--- src/hw/spiCmdPkg.sv ---
//********************************************************************
// SPI command slave shared definitions
// Byte width, bit counter width, opcode and engine state encodings
//********************************************************************

package spiCmdPkg;

    // One SPI byte
    localparam int byteW = 8;

    // Bit counter inside a byte slot
    localparam int bitCntW = $clog2(byteW);

    // Command opcodes, any other value is a one-byte NOP
    typedef enum logic [byteW-1:0] {
        OP_WRITE = 8'h01,
        OP_READ  = 8'h02,
        OP_ADD   = 8'h03
    } cmdOp;

    // Command engine states
    typedef enum logic [1:0] {
        S_OPCODE,
        S_ADDR,
        S_DATA,
        S_DUMMY
    } engState;

endpackage

--- src/hw/mosiDeserializer.sv ---
//********************************************************************
// MOSI deserializer
// Assembles MSB-first bytes and offers each one by four-phase req/ack
//********************************************************************

module mosiDeserializer (
    input  logic                         i_SCK,
    input  logic                         i_CSn,
    input  logic                         i_mosi,
    input  logic                         i_wrAck,
    output logic                         o_wrReq,
    output logic [spiCmdPkg::byteW-1:0]  o_wrData
);

    import spiCmdPkg::*;

    logic [bitCntW-1:0] bitCnt;
    logic [byteW-1:0]   shiftReg;
    logic               byteDone;

    // Eighth bit of the current slot is on MOSI
    assign byteDone = (bitCnt == bitCntW'(byteW - 1));

    // Bit counter and request flag
    always_ff @(posedge i_SCK or posedge i_CSn) begin
        if (i_CSn) begin
            bitCnt  <= '0;
            o_wrReq <= 1'b0;
        end else begin
            bitCnt <= bitCnt + 1'b1;
            if (byteDone) begin
                o_wrReq <= 1'b1;
            end else if (o_wrReq && i_wrAck) begin
                o_wrReq <= 1'b0;
            end
        end
    end

    // Shift register and hold register
    // The hold register only changes once the previous handshake has ended
    always_ff @(posedge i_SCK) begin
        shiftReg <= {shiftReg[byteW-2:0], i_mosi};
        if (byteDone) begin
            o_wrData <= {shiftReg[byteW-2:0], i_mosi};
        end
    end

endmodule

--- src/hw/byteFifo.sv ---
//********************************************************************
// Byte FIFO
// Circular buffer with four-phase req/ack on write and read sides
//********************************************************************

module byteFifo #(
    parameter int FIFO_DEPTH = 4
) (
    input  logic                         i_SCK,
    input  logic                         i_CSn,
    input  logic                         i_wrReq,
    input  logic [spiCmdPkg::byteW-1:0]  i_wrData,
    input  logic                         i_rdAck,
    output logic                         o_wrAck,
    output logic                         o_rdReq,
    output logic [spiCmdPkg::byteW-1:0]  o_rdData
);

    import spiCmdPkg::*;

    localparam int PTR_W = $clog2(FIFO_DEPTH);

    logic [byteW-1:0] mem [FIFO_DEPTH];
    logic [PTR_W-1:0] wrPtr;
    logic [PTR_W-1:0] rdPtr;
    logic [PTR_W:0]   count;
    logic             full;
    logic             empty;
    logic             push;
    logic             pop;

    assign full  = (count == (PTR_W + 1)'(FIFO_DEPTH));
    assign empty = (count == '0);

    // New write request, accepted only with room left
    assign push = i_wrReq && !o_wrAck && !full;

    // Read handshake completes when the engine acks
    assign pop = o_rdReq && i_rdAck;

    // Head entry stays put until the engine has acked it
    assign o_rdData = mem[rdPtr];

    always_ff @(posedge i_SCK) begin
        if (push) begin
            mem[wrPtr] <= i_wrData;
        end
    end

    always_ff @(posedge i_SCK or posedge i_CSn) begin
        if (i_CSn) begin
            wrPtr   <= '0;
            rdPtr   <= '0;
            count   <= '0;
            o_wrAck <= 1'b0;
            o_rdReq <= 1'b0;
        end else begin
            // Write side, receiver of the handshake
            if (push) begin
                wrPtr   <= wrPtr + 1'b1;
                o_wrAck <= 1'b1;
            end else if (!i_wrReq && o_wrAck) begin
                o_wrAck <= 1'b0;
            end

            // Read side, sender of the handshake
            if (pop) begin
                rdPtr   <= rdPtr + 1'b1;
                o_rdReq <= 1'b0;
            end else if (!o_rdReq && !i_rdAck && !empty) begin
                o_rdReq <= 1'b1;
            end

            case ({push, pop})
                2'b10:   count <= count + 1'b1;
                2'b01:   count <= count - 1'b1;
                default: count <= count;
            endcase
        end
    end

endmodule

--- src/hw/cmdEngine.sv ---
//********************************************************************
// Command engine
// Decodes WRITE, READ and ADD against a 16-entry register array
//********************************************************************

module cmdEngine #(
    parameter int REG_ADDR_W = 4
) (
    input  logic                         i_SCK,
    input  logic                         i_CSn,
    input  logic                         i_rdReq,
    input  logic [spiCmdPkg::byteW-1:0]  i_rdData,
    input  logic                         i_rspAck,
    output logic                         o_rdAck,
    output logic                         o_rspReq,
    output logic [spiCmdPkg::byteW-1:0]  o_rspData
);

    import spiCmdPkg::*;

    localparam int NUM_REGS = 2 ** REG_ADDR_W;

    // Register array keeps its contents across frames
    logic [byteW-1:0]      regs [NUM_REGS];

    engState               state;
    cmdOp                  opReg;
    logic [REG_ADDR_W-1:0] addrReg;
    logic                  rspSent;
    logic                  take;
    logic                  validOp;
    logic                  rspStart;
    logic                  regWe;
    logic [byteW-1:0]      regWdata;

    // Dummy byte is held back until the response handshake has started
    assign take = i_rdReq && !o_rdAck && ((state != S_DUMMY) || rspSent);

    assign validOp = (i_rdData == OP_WRITE) || (i_rdData == OP_READ) ||
                     (i_rdData == OP_ADD);

    // Response goes out as soon as the address is known,
    // which keeps the READ result in slot n+3
    assign rspStart = (state == S_DUMMY) && !rspSent && !o_rspReq && !i_rspAck;

    assign regWe = take && (state == S_DATA);

    // ADD wraps modulo 256
    assign regWdata = (opReg == OP_ADD) ? regs[addrReg] + i_rdData : i_rdData;

    always_ff @(posedge i_SCK) begin
        if (regWe) begin
            regs[addrReg] <= regWdata;
        end
    end

    // Opcode, address and response payload
    always_ff @(posedge i_SCK) begin
        if (take && (state == S_OPCODE) && validOp) begin
            opReg <= cmdOp'(i_rdData);
        end
        if (take && (state == S_ADDR)) begin
            addrReg <= i_rdData[REG_ADDR_W-1:0];
        end
        if (rspStart) begin
            o_rspData <= regs[addrReg];
        end
    end

    always_ff @(posedge i_SCK or posedge i_CSn) begin
        if (i_CSn) begin
            state    <= S_OPCODE;
            o_rdAck  <= 1'b0;
            o_rspReq <= 1'b0;
            rspSent  <= 1'b0;
        end else begin
            // Receiver side of the FIFO handshake
            if (take) begin
                o_rdAck <= 1'b1;
            end else if (!i_rdReq && o_rdAck) begin
                o_rdAck <= 1'b0;
            end

            // Sender side of the response handshake
            if (rspStart) begin
                o_rspReq <= 1'b1;
            end else if (o_rspReq && i_rspAck) begin
                o_rspReq <= 1'b0;
            end

            if (rspStart) begin
                rspSent <= 1'b1;
            end

            if (take) begin
                case (state)
                    S_OPCODE: begin
                        // Unknown opcodes stay here as a NOP
                        if (validOp) begin
                            state <= S_ADDR;
                        end
                    end
                    S_ADDR: begin
                        state <= (opReg == OP_READ) ? S_DUMMY : S_DATA;
                    end
                    S_DATA: begin
                        state <= S_OPCODE;
                    end
                    S_DUMMY: begin
                        state   <= S_OPCODE;
                        rspSent <= 1'b0;
                    end
                    default: begin
                        state <= S_OPCODE;
                    end
                endcase
            end
        end
    end

endmodule

--- src/hw/misoSerializer.sv ---
//********************************************************************
// MISO serializer
// Sends a pending response byte MSB first in the next byte slot
//********************************************************************

module misoSerializer (
    input  logic                         i_SCK,
    input  logic                         i_CSn,
    input  logic                         i_rspReq,
    input  logic [spiCmdPkg::byteW-1:0]  i_rspData,
    output logic                         o_rspAck,
    output logic                         o_miso,
    output logic                         o_misoOe
);

    import spiCmdPkg::*;

    logic [bitCntW-1:0] bitCnt;
    logic [byteW-1:0]   shiftReg;
    logic [byteW-1:0]   pendData;
    logic               pendValid;
    logic               accept;
    logic               slotEnd;

    assign accept  = i_rspReq && !o_rspAck && !pendValid;
    assign slotEnd = (bitCnt == bitCntW'(byteW - 1));

    always_ff @(posedge i_SCK) begin
        if (accept) begin
            pendData <= i_rspData;
        end
    end

    always_ff @(posedge i_SCK or posedge i_CSn) begin
        if (i_CSn) begin
            bitCnt    <= '0;
            shiftReg  <= '0;
            pendValid <= 1'b0;
            o_rspAck  <= 1'b0;
        end else begin
            bitCnt <= bitCnt + 1'b1;

            // Load on the last edge of a slot, zeros when nothing waits
            if (slotEnd) begin
                shiftReg  <= pendValid ? pendData : '0;
                pendValid <= 1'b0;
            end else begin
                shiftReg <= {shiftReg[byteW-2:0], 1'b0};
            end

            // Accept wins over the slot load clearing the flag
            if (accept) begin
                pendValid <= 1'b1;
                o_rspAck  <= 1'b1;
            end else if (!i_rspReq && o_rspAck) begin
                o_rspAck <= 1'b0;
            end
        end
    end

    assign o_miso   = shiftReg[byteW-1];
    assign o_misoOe = !i_CSn;

endmodule

--- src/hw/spiCmdSlave.sv ---
//********************************************************************
// SPI command slave top level
//********************************************************************

module spiCmdSlave #(
    parameter int FIFO_DEPTH = 4,
    parameter int REG_ADDR_W = 4
) (
    input  logic i_SCK,
    input  logic i_CSn,
    input  logic i_mosi,
    output logic o_miso,
    output logic o_misoOe
);

    import spiCmdPkg::*;

    logic             wrReq;
    logic             wrAck;
    logic [byteW-1:0] wrData;
    logic             rdReq;
    logic             rdAck;
    logic [byteW-1:0] rdData;
    logic             rspReq;
    logic             rspAck;
    logic [byteW-1:0] rspData;

    mosiDeserializer uDeser (
        .i_SCK    (i_SCK),
        .i_CSn    (i_CSn),
        .i_mosi   (i_mosi),
        .i_wrAck  (wrAck),
        .o_wrReq  (wrReq),
        .o_wrData (wrData)
    );

    byteFifo #(.FIFO_DEPTH(FIFO_DEPTH)) uFifo (
        .i_SCK    (i_SCK),
        .i_CSn    (i_CSn),
        .i_wrReq  (wrReq),
        .i_wrData (wrData),
        .i_rdAck  (rdAck),
        .o_wrAck  (wrAck),
        .o_rdReq  (rdReq),
        .o_rdData (rdData)
    );

    cmdEngine #(.REG_ADDR_W(REG_ADDR_W)) uEngine (
        .i_SCK     (i_SCK),
        .i_CSn     (i_CSn),
        .i_rdReq   (rdReq),
        .i_rdData  (rdData),
        .i_rspAck  (rspAck),
        .o_rdAck   (rdAck),
        .o_rspReq  (rspReq),
        .o_rspData (rspData)
    );

    misoSerializer uSer (
        .i_SCK     (i_SCK),
        .i_CSn     (i_CSn),
        .i_rspReq  (rspReq),
        .i_rspData (rspData),
        .o_rspAck  (rspAck),
        .o_miso    (o_miso),
        .o_misoOe  (o_misoOe)
    );

endmodule

--- config.mk ---
export PLATFORM = sky130hd
export DESIGN_NAME = spiCmdSlave
export DESIGN_NICKNAME = d
export VERILOG_FILES = /design/src/hw/spiCmdPkg.sv /design/src/hw/mosiDeserializer.sv /design/src/hw/byteFifo.sv /design/src/hw/cmdEngine.sv /design/src/hw/misoSerializer.sv /design/src/hw/spiCmdSlave.sv
export SDC_FILE = /design/constraint.sdc
export NUM_CORES = 1
export LEC_CHECK = 0
export ABC_AREA = 1
export BUFFER_PORTS_ARGS = -buffer_cell sky130_fd_sc_hd__buf_4
export CAP_MARGIN = 20
export CORE_ASPECT_RATIO = 1.75
export CORE_MARGIN = 3
export CORE_UTILIZATION = 50
export CTS_BUF_LIST = sky130_fd_sc_hd__clkbuf_8
export CTS_CLUSTER_SIZE = 14
export DETAILED_ROUTE_END_ITERATION = 16
export PLACE_DENSITY = 0.8
export SLEW_MARGIN = 15
export SYNTH_ARGS = -nofsm -noshare
export SYNTH_HDL_FRONTEND = slang
export SYNTH_SLANG_ARGS = --single-unit
export TNS_END_PERCENT = 100
--- constraint.sdc ---
create_clock -name i_SCK -period 3.14 [get_ports i_SCK]
set_input_delay 0.314 -clock i_SCK [delete_from_list [all_inputs] [get_ports i_SCK]]
set_output_delay 0.314 -clock i_SCK [all_outputs]
set_load 0.005 [all_outputs]
==> results.txt, run 1 <==
- In this run the most critical hold path is launched from uDeser.shiftReg[1]$_DFF_P_.
* Maximum buffer depth of the clock tree: 3
- STA puts the critical path data required time at 3.42 ns.
* Proportion of layout cells with a drive suffix above 1: 0.176
* Worst voltage drop across the vdd grid: 0.645 mV
- The flow ran to the end, and the final reports show no timing, DRC or antenna violations.
- Relative contribution of sequential cells to total power: 0.562
- Max Cap Violations: 0
- The floorplan step defined a core boundary enclosing 0.0183 mm2.
* Num rows: 65
* Ordered list of cells on the worst path: inv_4 -> buf_12 -> buf_4 -> nor2_1 -> o221ai_2 -> nand3_1 -> nand2_2 -> ha_4 -> buf_4 -> a21oi_1 -> nand2_1 -> a21oi_2 -> nand3_1 -> nand4_1 -> nand2_1 -> buf_12
* Switching portion of total power: 0.190
* Remaining Overflow, GRT: 0
- The netlist uses 34 different library cells.
- RSZ-0062 raised after global routing: false
- Setup slack on the worst reg-to-reg path comes out at 0.13 ns.
- CTS Sinks: 238
- Height of the chip: 188 um
- Post-Syn Instances: 753
- 5 I/O pins were placed.
- The worst setup path is launched from a flip-flop.
- Hold is met by 0.334 ns.
- Measured along the x axis, the die boundary spans 110 um.
* Most frequent standard cell in the layout excluding fill and tap cells: edfxtp_1
- TritonCTS built the clock tree.
- Worst hold stages: 0
- The share of total power dissipated in the clock network is 0.419.
- Highest attainable clock frequency: 0.332 GHz
* Post-synthesis sequential area ratio: 0.728
- The worst hold path terminates at uDeser.shiftReg[2]$_DFF_P_.
* Arrival time of the worst setup path: 3.30 ns
- The net count of the finished layout is 858.
- The worst setup path is of the flip-flop to flip-flop kind.
* Count of nets left with antenna violations after detail routing: 0
* Post-layout min period: 3.01 ns
* Placer congestion estimate: 0.954
- Compared with the post-synthesis result, the final layout area differs by 17.1%.
- Count of endpoints failing hold in the final timing report: 0
- Max_slew headroom: 0.348
- The worst register-to-register path has a depth of 16.
- In the finished design, the share of the clock period the worst path needs comes to 0.960.
* Max H-tree Level: 1
- At the pin with the least slew margin, the transition time is 0.974 ns.
- Synthesis inferred 238 register bits.
- The initial antenna violation count was 0.
- The clock arrives with 0.0287 ns of skew.
* Area of the die: 0.0207 mm2
* Warnings, synthesis: 0
* Total wire length: 20,300 um
- PD cells: 549 mW/mm2
- Setup violations remaining at the end of the flow were counted as 0.
- The routed layout has 6,123 vias.
* Per-cell routed wire length: 18.5 um
- The via count of the first global-routing pass came to 6,299.
* Internal power summed over all cells: 4.93 mW
* Clock transition at the registers of the reported paths: 0.07 ns
* Total routing usage reported by global routing: 0.202
- Layout Utilization: 0.605
- Mapped Avg Cell Area: 12.6 um2
- For this run, design rule violations remaining after detail routing come to 0.
- Critical path buffer and inverter count: 5
* Library cell contributing the largest single delay on the critical path: dfxtp_4
- Synthesized cell area: 0.00945 mm2
- DRT iter0 DRCs: 544
- Wire length of the first global-routing pass: 32,000 um
- In this run the power spent charging and discharging nets is 1.15 mW.
* Port buffer count: 4
- Count of TritonRoute iterations in the first routing pass: 5
- In this run the worst hold path is classified as flip-flop to flip-flop.
- Peak per-stage delay on the critical path: 0.38 ns
- In this run the critical register-to-register path is captured at uEngine.regs[11][7]$_DFFE_PP_.
- Most frequent cells in the layout: edfxtp_1, nand2_1, nor2_1
- Power share of the combinational group: 0.019
- In the routed layout, each cell is associated on average with a via count of 5.60.
- For this configuration, the core starts out at a cell density of 0.517.
- CTS buffer count: 31
- The wire-length estimate of the detail-placed layout is 14,500 um.
- The root buffer cell chosen for the clock tree is clkbuf_8.
* Sum of negative setup slack: 0 ns
* Largest net degree at the start of global routing: 32
- Post-synth net total: 774
* Final Max Slew Viols: 0
- Endpoint class of the critical path: flip-flop
* Worst-skew pair later-pin latency: 0.56 ns
- Dominant delay contributor by cell family on the critical path: simple AND/OR/NAND/NOR gates
- Count of inserted antenna diode cells: 0
- Leakage power of the design: 4.27 nW
- Along the worst path, the maximum fanout reaches 16.
## cells by family after synthesis
| family | share of synthesized area |
|---|---|
| AO/OA/AOI/OAI | 0.0850 |
| buffers and inverters | 0.0445 |
| adder cells (fa/ha/maj) | 0.0254 |
| XOR/XNOR | 0.00649 |
| AND/OR/NAND/NOR | 0.111 |
| flip-flops | 0.728 |
## power by group through the flow
stage                     combinational, mW  clock, mW  sequential (mW)
after floorplan                      0.0533          0             3.48
after global placement                0.103          0             3.48
after detailed placement              0.106          0             3.48
after CTS                             0.110       2.59             3.42
after global routing                  0.126       2.72             3.41
final                                 0.116       2.55             3.42
## flip-flops by register name (all words and copies together) (netlist names), 2 cells and up, named ones only
| name | count |
|---|---|
| uDeser.bitCnt | 3 |
| uDeser.o_wrData | 8 |
| uDeser.shiftReg | 7 |
| uEngine.addrReg | 4 |
| uEngine.o_rspData | 8 |
| uEngine.opReg | 8 |
| uEngine.regs | 128 |
| uEngine.state | 2 |
| uFifo.count | 3 |
| uFifo.mem | 32 |
| uFifo.rdPtr | 2 |
| uFifo.wrPtr | 2 |
| uSer.bitCnt | 3 |
| uSer.pendData | 8 |
| uSer.shiftReg | 8 |
## per-stage QoR
stage                     setup WS, ns  power (mW)  area [um2]  cells
after floorplan                  0.123        3.54        9450    753
after global placement          -0.149        3.59       10200   1034
after detailed placement        -0.321        3.59       10200   1034
after CTS                       0.0403        6.11       11000   1092
after global routing           0.00142        6.26       11100   1094
final                            0.126        6.08       11100   1094
## layer usage
layer,up-vias,GRT usage,share of wire
li1,2825,-,-
met1,2961,0.211,0.33
met2,257,0.373,0.55
met3,80,0.0269,0.057
met4,0,0.113,0.059
met5,-,0,0
## worst max path at each step
| stage | end | cells past startpoint |
|---|---|---|
| finish | uEngine.regs[11][7]$_DFFE_PP_ | 16 |
| global route | uEngine.regs[13][6]$_DFFE_PP_ | 20 |
| CTS | uEngine.regs[13][7]$_DFFE_PP_ | 16 |
| detailed placement | uEngine.regs[12][6]$_DFFE_PP_ | 17 |
| global placement | uEngine.regs[14][6]$_DFFE_PP_ | 17 |
| floorplan | uEngine.regs[0][6]$_DFFE_PP_ | 18 |
## area by class of cell
| cell class | instances | area [um2] |
|---|---|---|
| multi-input cells | 418 | 2210 |
| inverters | 69 | 262 |
| clock buffers | 40 | 551 |
| well taps | 234 | 293 |
| fillers | 1323 | 7230 |
| flip-flops and latches | 238 | 6890 |
| clock inverters | 16 | 174 |
| repair buffers | 79 | 693 |
## cells in the mapped netlist
cell type / instances / area, um2
edfxtp_1: 196 / 5890
nand2_1: 111 / 417
nor2_1: 97 / 364
o21ai_0: 75 / 375
inv_1: 63 / 236
nand3_1: 37 / 185
dfrtp_1: 31 / 776
o221ai_1: 23 / 201
ha_1: 16 / 200
a21oi_1: 15 / 75.1
buf_2: 13 / 65.1
dfxtp_1: 11 / 220
clkbuf_1: 7 / 26.3
o21ai_1: 7 / 35.0
buf_4: 6 / 45.0
o22ai_1: 6 / 37.5
inv_2: 5 / 18.8
o211ai_1: 5 / 37.5
xor2_1: 4 / 35.0
a31oi_1: 3 / 18.8
nor3_1: 3 / 15.0
xnor2_1: 3 / 26.3
buf_6: 2 / 22.5
fa_1: 2 / 40.0
nand3b_1: 2 / 15.0
nor3_2: 2 / 20.0
a211oi_1: 1 / 7.51
a21boi_0: 1 / 7.51
inv_4: 1 / 6.26
nand2_2: 1 / 6.26
nand3_2: 1 / 10.0
nand4_1: 1 / 6.26
nor4_1: 1 / 6.26
o21bai_1: 1 / 7.51
## worst reg2reg max path, stage by stage (launching register included)
cell and delay [ns]:
dfxtp_4 0.38, inv_4 0.09, buf_12 0.12, buf_4 0.19, nor2_1 0.08, o221ai_2 0.22
nand3_1 0.18, nand2_2 0.15, ha_4 0.21, buf_4 0.14, a21oi_1 0.13, nand2_1 0.13
a21oi_2 0.21, nand3_1 0.13, nand4_1 0.12, nand2_1 0.09, buf_12 0.16
## repair_timing
action | 4_1_cts | 5_1_grt
setup buffers | 0 | 2
pin swaps | 0 | 13
hold buffers | 2 | 0
endpoints found under the setup margin | 32 | 48
endpoints found under the hold margin | 33 | 0
gates resized for setup | 5 | 19
Note: power is estimated with default switching activity, not from simulation.
==> inputs of run 2 (changes only) <==
--- a/config.mk
+++ b/config.mk
@@ -10,11 +10,11 @@
 export CAP_MARGIN = 20
 export CORE_ASPECT_RATIO = 1.75
 export CORE_MARGIN = 3
-export CORE_UTILIZATION = 50
+export CORE_UTILIZATION = 25
 export CTS_BUF_LIST = sky130_fd_sc_hd__clkbuf_8
 export CTS_CLUSTER_SIZE = 14
 export DETAILED_ROUTE_END_ITERATION = 16
-export PLACE_DENSITY = 0.8
+export PLACE_DENSITY = 0.52
 export SLEW_MARGIN = 15
 export SYNTH_ARGS = -nofsm -noshare
 export SYNTH_HDL_FRONTEND = slang
==> results.txt, run 2 (synthesis gave the netlist of run 1 again) <==
- The number of standard cells in the final layout excluding fillers came to 1,390 (+27%).
* Worst voltage drop across the vdd grid: 0.209 mV (-68%)
- The core box area came to 0.0371 mm2 (+100%).
- PD cells: 512 mW/mm2 (-6.8%)
- The global-route total usage across every layer is 0.113 (-0.0887).
* Largest net degree at the start of global routing: 33 (+3.1%)
- Max_slew headroom: 0.467 (+0.119)
* Fraction of power consumed by the clock network: 0.412 (-0.007)
* Sum of negative setup slack: 0 ns (unchanged)
- Final setup violation count: 0 (unchanged)
- The startpoint identified for the worst hold timing path is uDeser.shiftReg[2]$_DFF_P_.
- The leakage dissipation was 4.52 nW (+5.8%).
* Synth-to-Final Area Change: 24.8%
- The arrival time of data at the critical path endpoint was 3.33 ns (+0.03 ns).
* Max reg flops: 128 (unchanged)
* Worst endpoint required time: 3.43 ns (about the same)
- Maximum buffer depth of the clock tree: 3 (unchanged)
- Clock transition at the registers of the reported paths: 0.06 ns (about the same)
- Most frequent standard cell in the layout excluding fill and tap cells: edfxtp_1
- The initial core utilization was 0.255 (-0.262).
* Reg with most FFs: uEngine.regs
- Maximum fanout along the worst path: 14 (-2)
* Per-cell routed wire length: 16.6 um (-10%)
- Count of nets left with antenna violations after detail routing: 0 (unchanged)
- Count of inserted antenna diode cells: 0 (unchanged)
* Count of TritonRoute iterations in the first routing pass: 4 (-1)
- The fraction of power consumed by combinational cells came to 0.022 (+0.003).
- The number of pins with negative max-slew slack in the final report came to 0 (unchanged).
- The transition time of the tightest slew-check pin is 0.797 ns (-0.177 ns).
- CTS buffer count: 36 (+16%)
- The initial antenna violation count is 0 (unchanged).
- The number of rows in the core area was 93 (+43%).
- The post-detailed-route via-to-cell ratio is 4.37 (-22%).
- STA classifies the critical path startpoint as a flip-flop.
- Remaining Overflow, GRT: 0 (unchanged)
- The switching fraction of total power is 0.212 (+0.0222).
* Placer congestion estimate: 0.852 (-11%)
* Wire length of the first global-routing pass: 35,500 um (+11%)
- The routed wire length came to 23,100 um (+14%).
- Via count of the first global-routing pass: 6,437 (+2.2%)
- The clock period minus final worst setup slack came to 3.04 ns (+0.0260 ns).
- Count of endpoints failing hold in the final timing report: 0 (unchanged)
- The fraction of power consumed by sequential logic was 0.566 (+0.004).
* X dimension of the die: 153 um (+39%)
- Count of placed standard cells including taps: 1,303 (+26%)
- Internal power summed over all cells: 4.76 mW (-3.4%)
- DRT iter0 DRCs: 276 (-49%)
- Layout Utilization: 0.318 (-0.287)
- STA classifies the critical path endpoint as a flip-flop.
- Via count: 6,078 (-0.73%)
- Worst-skew pair later-pin latency: 0.54 ns (-0.02 ns)
* DR DRC count: 0 (unchanged)
- The flow ran to the end, and the final reports show no timing, DRC or antenna violations.
- Clock tree root driver cell: clkbuf_8
- CTS tree: built
- The post-route fraction of the period consumed by the critical path was 0.968 (+0.00828).
* Post-Route Skew: 0.0256 ns (-0.00310 ns)
- I/O pin count: 5 (unchanged)
- Kind of path behind the tightest hold check: flip-flop to flip-flop
- Max Cap Violations: 0 (unchanged)
- Detailed placement HPWL: 16,700 um (+16%)
* Height of the chip: 263 um (+40%)
- CTS Sinks: 238 (unchanged)
* Most frequent cells in the layout: edfxtp_1, buf_4, nand2_1
* Worst setup path class: flip-flop to flip-flop
- Switching power of the nets: 1.28 mW (+11%)
- Port buffer count: 4 (unchanged)
* Proportion of layout cells with a drive suffix above 1: 0.225 (+0.0496)
* Max H-tree Level: 2 (+1)
- The worst slack on hold paths is 0.351 ns (+0.0165 ns).
- Highest attainable clock frequency: 0.329 GHz (-0.85%)
- The total number of nets in the final design came to 908 (+5.8%).
- Area of the die: 0.0403 mm2 (+95%)
- The largest registers in the layout are uEngine.regs x128, uFifo.mem x32.
==> run 2: worst max-delay path, cell delays in order, from the launching register on <==
cell       delay, ns
dfxtp_4         0.42
buf_4           0.14
buf_8           0.13
buf_12          0.14
o21ai_1         0.08
o221ai_2        0.26
nand3_2         0.12
nand2_2         0.08
ha_1            0.24
buf_4           0.15
a21oi_1         0.13
nand2_1         0.15
a21oi_2         0.19
inv_1           0.06
nand2_2         0.07
nand3_1         0.07
nand2_2         0.09
nand2_4         0.09
clkbuf_16       0.18
==> run 2: timing repair <==
item | in CTS | in global routing
gates resized for setup | 9 | 46
endpoints found under the setup margin | 61 | 61
pin swaps | 2 | 25
hold buffers | 2 | 0
gates cloned | 0 | 3
setup buffers | 2 | 14
endpoints found under the hold margin | 33 | 0
==> run 2: cell type report <==
type	instances	area, um2
clock inverter	25	141
sequential	238	6890
timing repair buffer	122	1050
inverter	69	274
fill	3657	25300
clock buffer	41	564
tap	475	594
timing repair inverter	2	17.5
multi-input combinational	418	2260
==> run 2: power by group through the flow <==
stage	sequential (mW)	combinational, mW	clock (mW)
6_report	3.42	0.131	2.49
5_1_grt	3.42	0.145	2.71
4_1_cts	3.42	0.120	2.57
3_5_place_dp	3.49	0.117	0
3_3_place_gp	3.48	0.115	0
2_1_floorplan	3.48	0.0533	0
==> run 2: stage by stage <==
stage | setup slack (ns) | power, mW | cell area [um2]
5_1_grt | -0.0256 | 6.27 | 11800
6_report | 0.0995 | 6.04 | 11800
4_1_cts | 0.00204 | 6.11 | 11500
3_3_place_gp | -0.391 | 3.60 | 10700
3_5_place_dp | -0.520 | 3.60 | 10700
2_1_floorplan | 0.123 | 3.54 | 9450
==> run 2: worst paths after layout <==
kind                                           endpoint  slack [ns]  cells after the start
min                          uDeser.shiftReg[3]$_DFF_P_        0.35                      0
max reg2reg                uEngine.regs[2][7]$_DFFE_PP_         0.1                     18
min in group asynchronous    uSer.shiftReg[1]$_DFF_PP0_        0.44                      4
max                        uEngine.regs[2][7]$_DFFE_PP_         0.1                     18
max in group asynchronous    uFifo.wrPtr[1]$_DFFE_PP0P_        2.37                      4
min reg2reg                  uDeser.shiftReg[3]$_DFF_P_        0.35                      0
==> run 2: routing by layer <==
metal	vias up	global-route usage	wire [um]
li1	2930	-	-
met1	2940	0.104	7780
met2	131	0.224	13100
met3	77	0.0160	630
met4	0	0.0766	1590
met5	-	0	0
==> inputs of run 3 (changes only) <==
--- a/config.mk
+++ b/config.mk
@@ -5,7 +5,7 @@
 export SDC_FILE = /design/constraint.sdc
 export NUM_CORES = 1
 export LEC_CHECK = 0
-export ABC_AREA = 1
+export ABC_AREA = 0
 export BUFFER_PORTS_ARGS = -buffer_cell sky130_fd_sc_hd__buf_4
 export CAP_MARGIN = 20
 export CORE_ASPECT_RATIO = 1.75
==> results.txt, run 3 <==
- The combined area of all synthesized cells came to 0.00909 mm2 (-3.8%).
- The overall via count from detail_route came to 4,442 (-27%).
- The largest net degree at the start of global routing is 32 (-3.0%).
- Worst voltage drop across the vdd grid: 0.251 mV (+20%)
* Leakage power of the design: 3.95 nW (-13%)
- Remaining Overflow, GRT: 0 (unchanged)
- The core box area came to 0.0355 mm2 (-4.3%).
- Post-layout min period: 3.35 ns (+0.314 ns)
- The warning count from the yosys run was 0 (unchanged).
- Post-synth top area share: 0.647 (+0.0245)
* Kind of path behind the tightest hold check: flip-flop to flip-flop
- Leaving out fill and tap cells, the most frequent cells in the layout are edfxtp_1, buf_4, mux4_2.
* Seq cells post-synth: 238 (unchanged)
- Via count of the first global-routing pass: 5,008 (-22%)
- Outcome: finished, violations left
- Critical path buffer and inverter count: 3 (-3)
- Count of inserted antenna diode cells: 0 (unchanged)
- Wire length of the first global-routing pass: 29,300 um (-18%)
* Area of the die: 0.0388 mm2 (-3.7%)
* Max reg flops: 128 (unchanged)
* Post-Syn Instances: 458 (-39%)
* X dimension of the die: 150 um (-1.8%)
* Port buffer count: 4 (unchanged)
* Worst setup path class: flip-flop to flip-flop
- The most common cell in the synthesized netlist is edfxtp_1.
* Worst-skew pair later-pin latency: 0.58 ns (+0.04 ns)
- The total of endpoints with negative setup slack in the final report was 60 (+60).
- The number of DRC markers in iteration 0 is 219 (-21%).
* Max H-tree Level: 1 (-1)
- Share of flip-flops with an asynchronous set or reset after synthesis: 0.130 (unchanged)
- Post-synth net total: 479 (-38%)
- The total number of nets in the final design came to 588 (-35%).
* Per-cell routed wire length: 17.7 um (+6.6%)
- In this run the most critical hold path is launched from uDeser.shiftReg[0]$_DFF_P_.
- The largest registers in the layout are uEngine.regs x128, uFifo.mem x32.
* CTS tree: built
* Count of cell types in the netlist: 43 (+26%)
- The final worst setup slack came to -0.215 ns (-0.314 ns).
* Count of nets left with antenna violations after detail routing: 0 (unchanged)
- Max_slew headroom: 0.440 (-0.0268)
* RSZ-0062 raised after global routing: true
- STA classifies the critical path startpoint as a flip-flop.
- The library cell used most frequently in the layout, excluding fill and tap cells, is edfxtp_1.
* Count of endpoints failing hold in the final timing report: 0 (unchanged)
* Ordered list of cells on the worst path: buf_12 -> mux4_2 -> mux4_2 -> ha_4 -> inv_2 -> fa_2 -> nor2b_4 -> o21ai_2 -> a21boi_2 -> o21a_1 -> o21a_1 -> o31ai_4 -> buf_6
- The synthesized design spends more area on one cell type than any other, namely edfxtp_1.
* Violations in the final reports: setup timing
* Dominant delay contributor by cell family on the critical path: multiplexers
- The number of CTS-inserted buffers is 31 (-14%).
- STA classifies the critical path endpoint as a flip-flop.
- The mean area per synthesized cell came to 19.9 um2 (+58%).
- DR DRC count: 0 (unchanged)
- Number of synthesized flops with an enable pin: 196 (unchanged)
* Final critical-path share of the clock period: 1.07 (+0.100)
- Post-synth top cells: edfxtp_1, mux4_2, dfrtp_1
- Post-synth top flop: edfxtp_1
- Clock tree root driver cell: clkbuf_8
- The initial core utilization was 0.256 (+0.00136).
* Number of antenna violations at the first check in global routing: 0 (unchanged)
- Max Cap Violations: 0 (unchanged)
* Num rows: 91 (-2.2%)
- The area growth from synthesis to layout is 23.6%.
- The endpoint required time on the critical path was 3.58 ns (+0.15 ns).
- Vias per inst: 4.21 (-3.7%)
- The number of pins with negative max-slew slack in the final report came to 0 (unchanged).
- Post-route worst hold slack: 0.350 ns (-0.00111 ns)
- Peak per-stage delay on the critical path: 0.53 ns (+0.11 ns)
- Arrival time of the worst setup path: 3.79 ns (+0.46 ns)
- The sequential-to-total area share from yosys stat was 0.757 (+0.0287).
- The clock transition at the registers of the reported paths came to 0.07 ns (about the same).
* Detailed placement HPWL: 13,200 um (-21%)
- The largest fanout on the critical path was 8 (-6).
- Most area-consuming cells after synthesis: edfxtp_1, mux4_2, dfrtp_1, dfxtp_1, ha_1
* Total wire length: 18,700 um (-19%)
- The number of optimization iterations in the first detailed-route pass came to 4 (unchanged).
- Placer congestion estimate: 0.812 (-4.7%)
* Reg with most FFs: uEngine.regs
* Library cell contributing the largest single delay on the critical path: mux4_2
* Proportion of layout cells with a drive suffix above 1: 0.351 (+0.126)
- Slew of the pin with the lowest slew margin: 0.836 ns (+0.0386 ns)
* Height of the chip: 258 um (-1.9%)
- Total routing usage reported by global routing: 0.100 (-0.0130)
* Post-Route Skew: 0.0113 ns (-0.0143 ns)
- The total clock sinks came to 238 (unchanged).
- The final sum of negative setup slack came to -8.46 ns (-8.46 ns).
- The top achievable clock speed is 0.298 GHz (-9.4%).
* I/O pin count: 5 (unchanged)
- PD cells: 514 mW/mm2 (+0.45%)
- The maximum buffer depth of the clock tree came to 3 (unchanged).
==> run 3: changes by cell type in the layout (fill, tap and decap cells not counted), moves of 15 or more <==
cell      change
mux4_2       +48
nand3_1      -34
nand2_1      -92
o21ai_0      -59
nor2_1       -75
o221ai_1     -20
o21ai_1      -15
buf_4        -35
inv_1        -49
==> run 3: worst paths after layout <==
check	cells past startpoint	to	slack, ns
min in group asynchronous	4	uSer.bitCnt[0]$_DFF_PP0_	0.40
worst max register to register	13	uEngine.regs[5][6]$_DFFE_PP_	-0.21
worst min register to register	0	uDeser.shiftReg[1]$_DFF_P_	0.35
worst min-delay path	0	uDeser.shiftReg[1]$_DFF_P_	0.35
max in group asynchronous	4	uFifo.count[2]$_DFFE_PP0P_	2.46
worst max-delay path	13	uEngine.regs[5][6]$_DFFE_PP_	-0.21
==> run 3: stage by stage <==
stage | cell area, um2 | std cells | utilization | power (mW) | setup slack [ns]
finish | 11200 | 1055 | 0.316 | 5.78 | -0.215
global route | 11200 | 1055 | 0.316 | 6.00 | -0.290
detailed placement | 10300 | 979 | 0.289 | 3.60 | -0.473
global placement | 10300 | 979 | 0.289 | 3.59 | -0.394
floorplan | 9230 | 458 | - | 3.54 | -0.290
CTS | 11200 | 1053 | 0.316 | 5.87 | -0.238
==> run 3: kinds of logic (layout without fill, tap and decap cells) <==
kind of cell / count (synthesis) / in the layout / synth area share
adder cells (fa/ha/maj): 18 / 18 / 0.0264
buffers and inverters: 31 / 163 / 0.0150
flip-flops: 238 / 238 / 0.757
multiplexers: 54 / 54 / 0.126
XOR/XNOR: 11 / 11 / 0.0106
AO/OA/AOI/OAI: 37 / 37 / 0.0270
AND/OR/NAND/NOR: 69 / 69 / 0.0381
==> run 3: layout make-up <==
type | instances | area, um2
Tap cell | 465 | 582
Timing Repair Buffer | 89 | 816
Multi-Input combinational cell | 189 | 2280
Inverter | 18 | 67.6
Clock inverter | 20 | 109
Clock buffer | 36 | 495
Fill cell | 3434 | 24300
Sequential cell | 238 | 6890
==> run 3: power breakdown <==
group          switching (mW)  leakage [nW]  total (mW)  internal, mW
Combinational          0.0777          1.35       0.139        0.0615
Sequential            0.00307          2.25        3.42          3.41
Clock                    1.10         0.346        2.22          1.12
==> run 3: per-layer routing <==
| metal | up-vias | global-route usage | wire length [um] |
|---|---|---|---|
| li1 | 2026 | - | - |
| met1 | 2304 | 0.0920 | 6240 |
| met2 | 67 | 0.203 | 11100 |
| met3 | 45 | 0.0138 | 431 |
| met4 | 0 | 0.0542 | 954 |
| met5 | - | 0 | 0 |
==> run 3: repair_timing <==
| action | CTS | global route |
|---|---|---|
| hold endpoints to repair | 33 | 0 |
| buffers inserted | 14 | 5 |
| hold buffers | 2 | 0 |
| gates resized for setup | 24 | 7 |
| cloned | 2 | 0 |
| setup endpoints to repair | 80 | 80 |
| pin swaps | 12 | 17 |
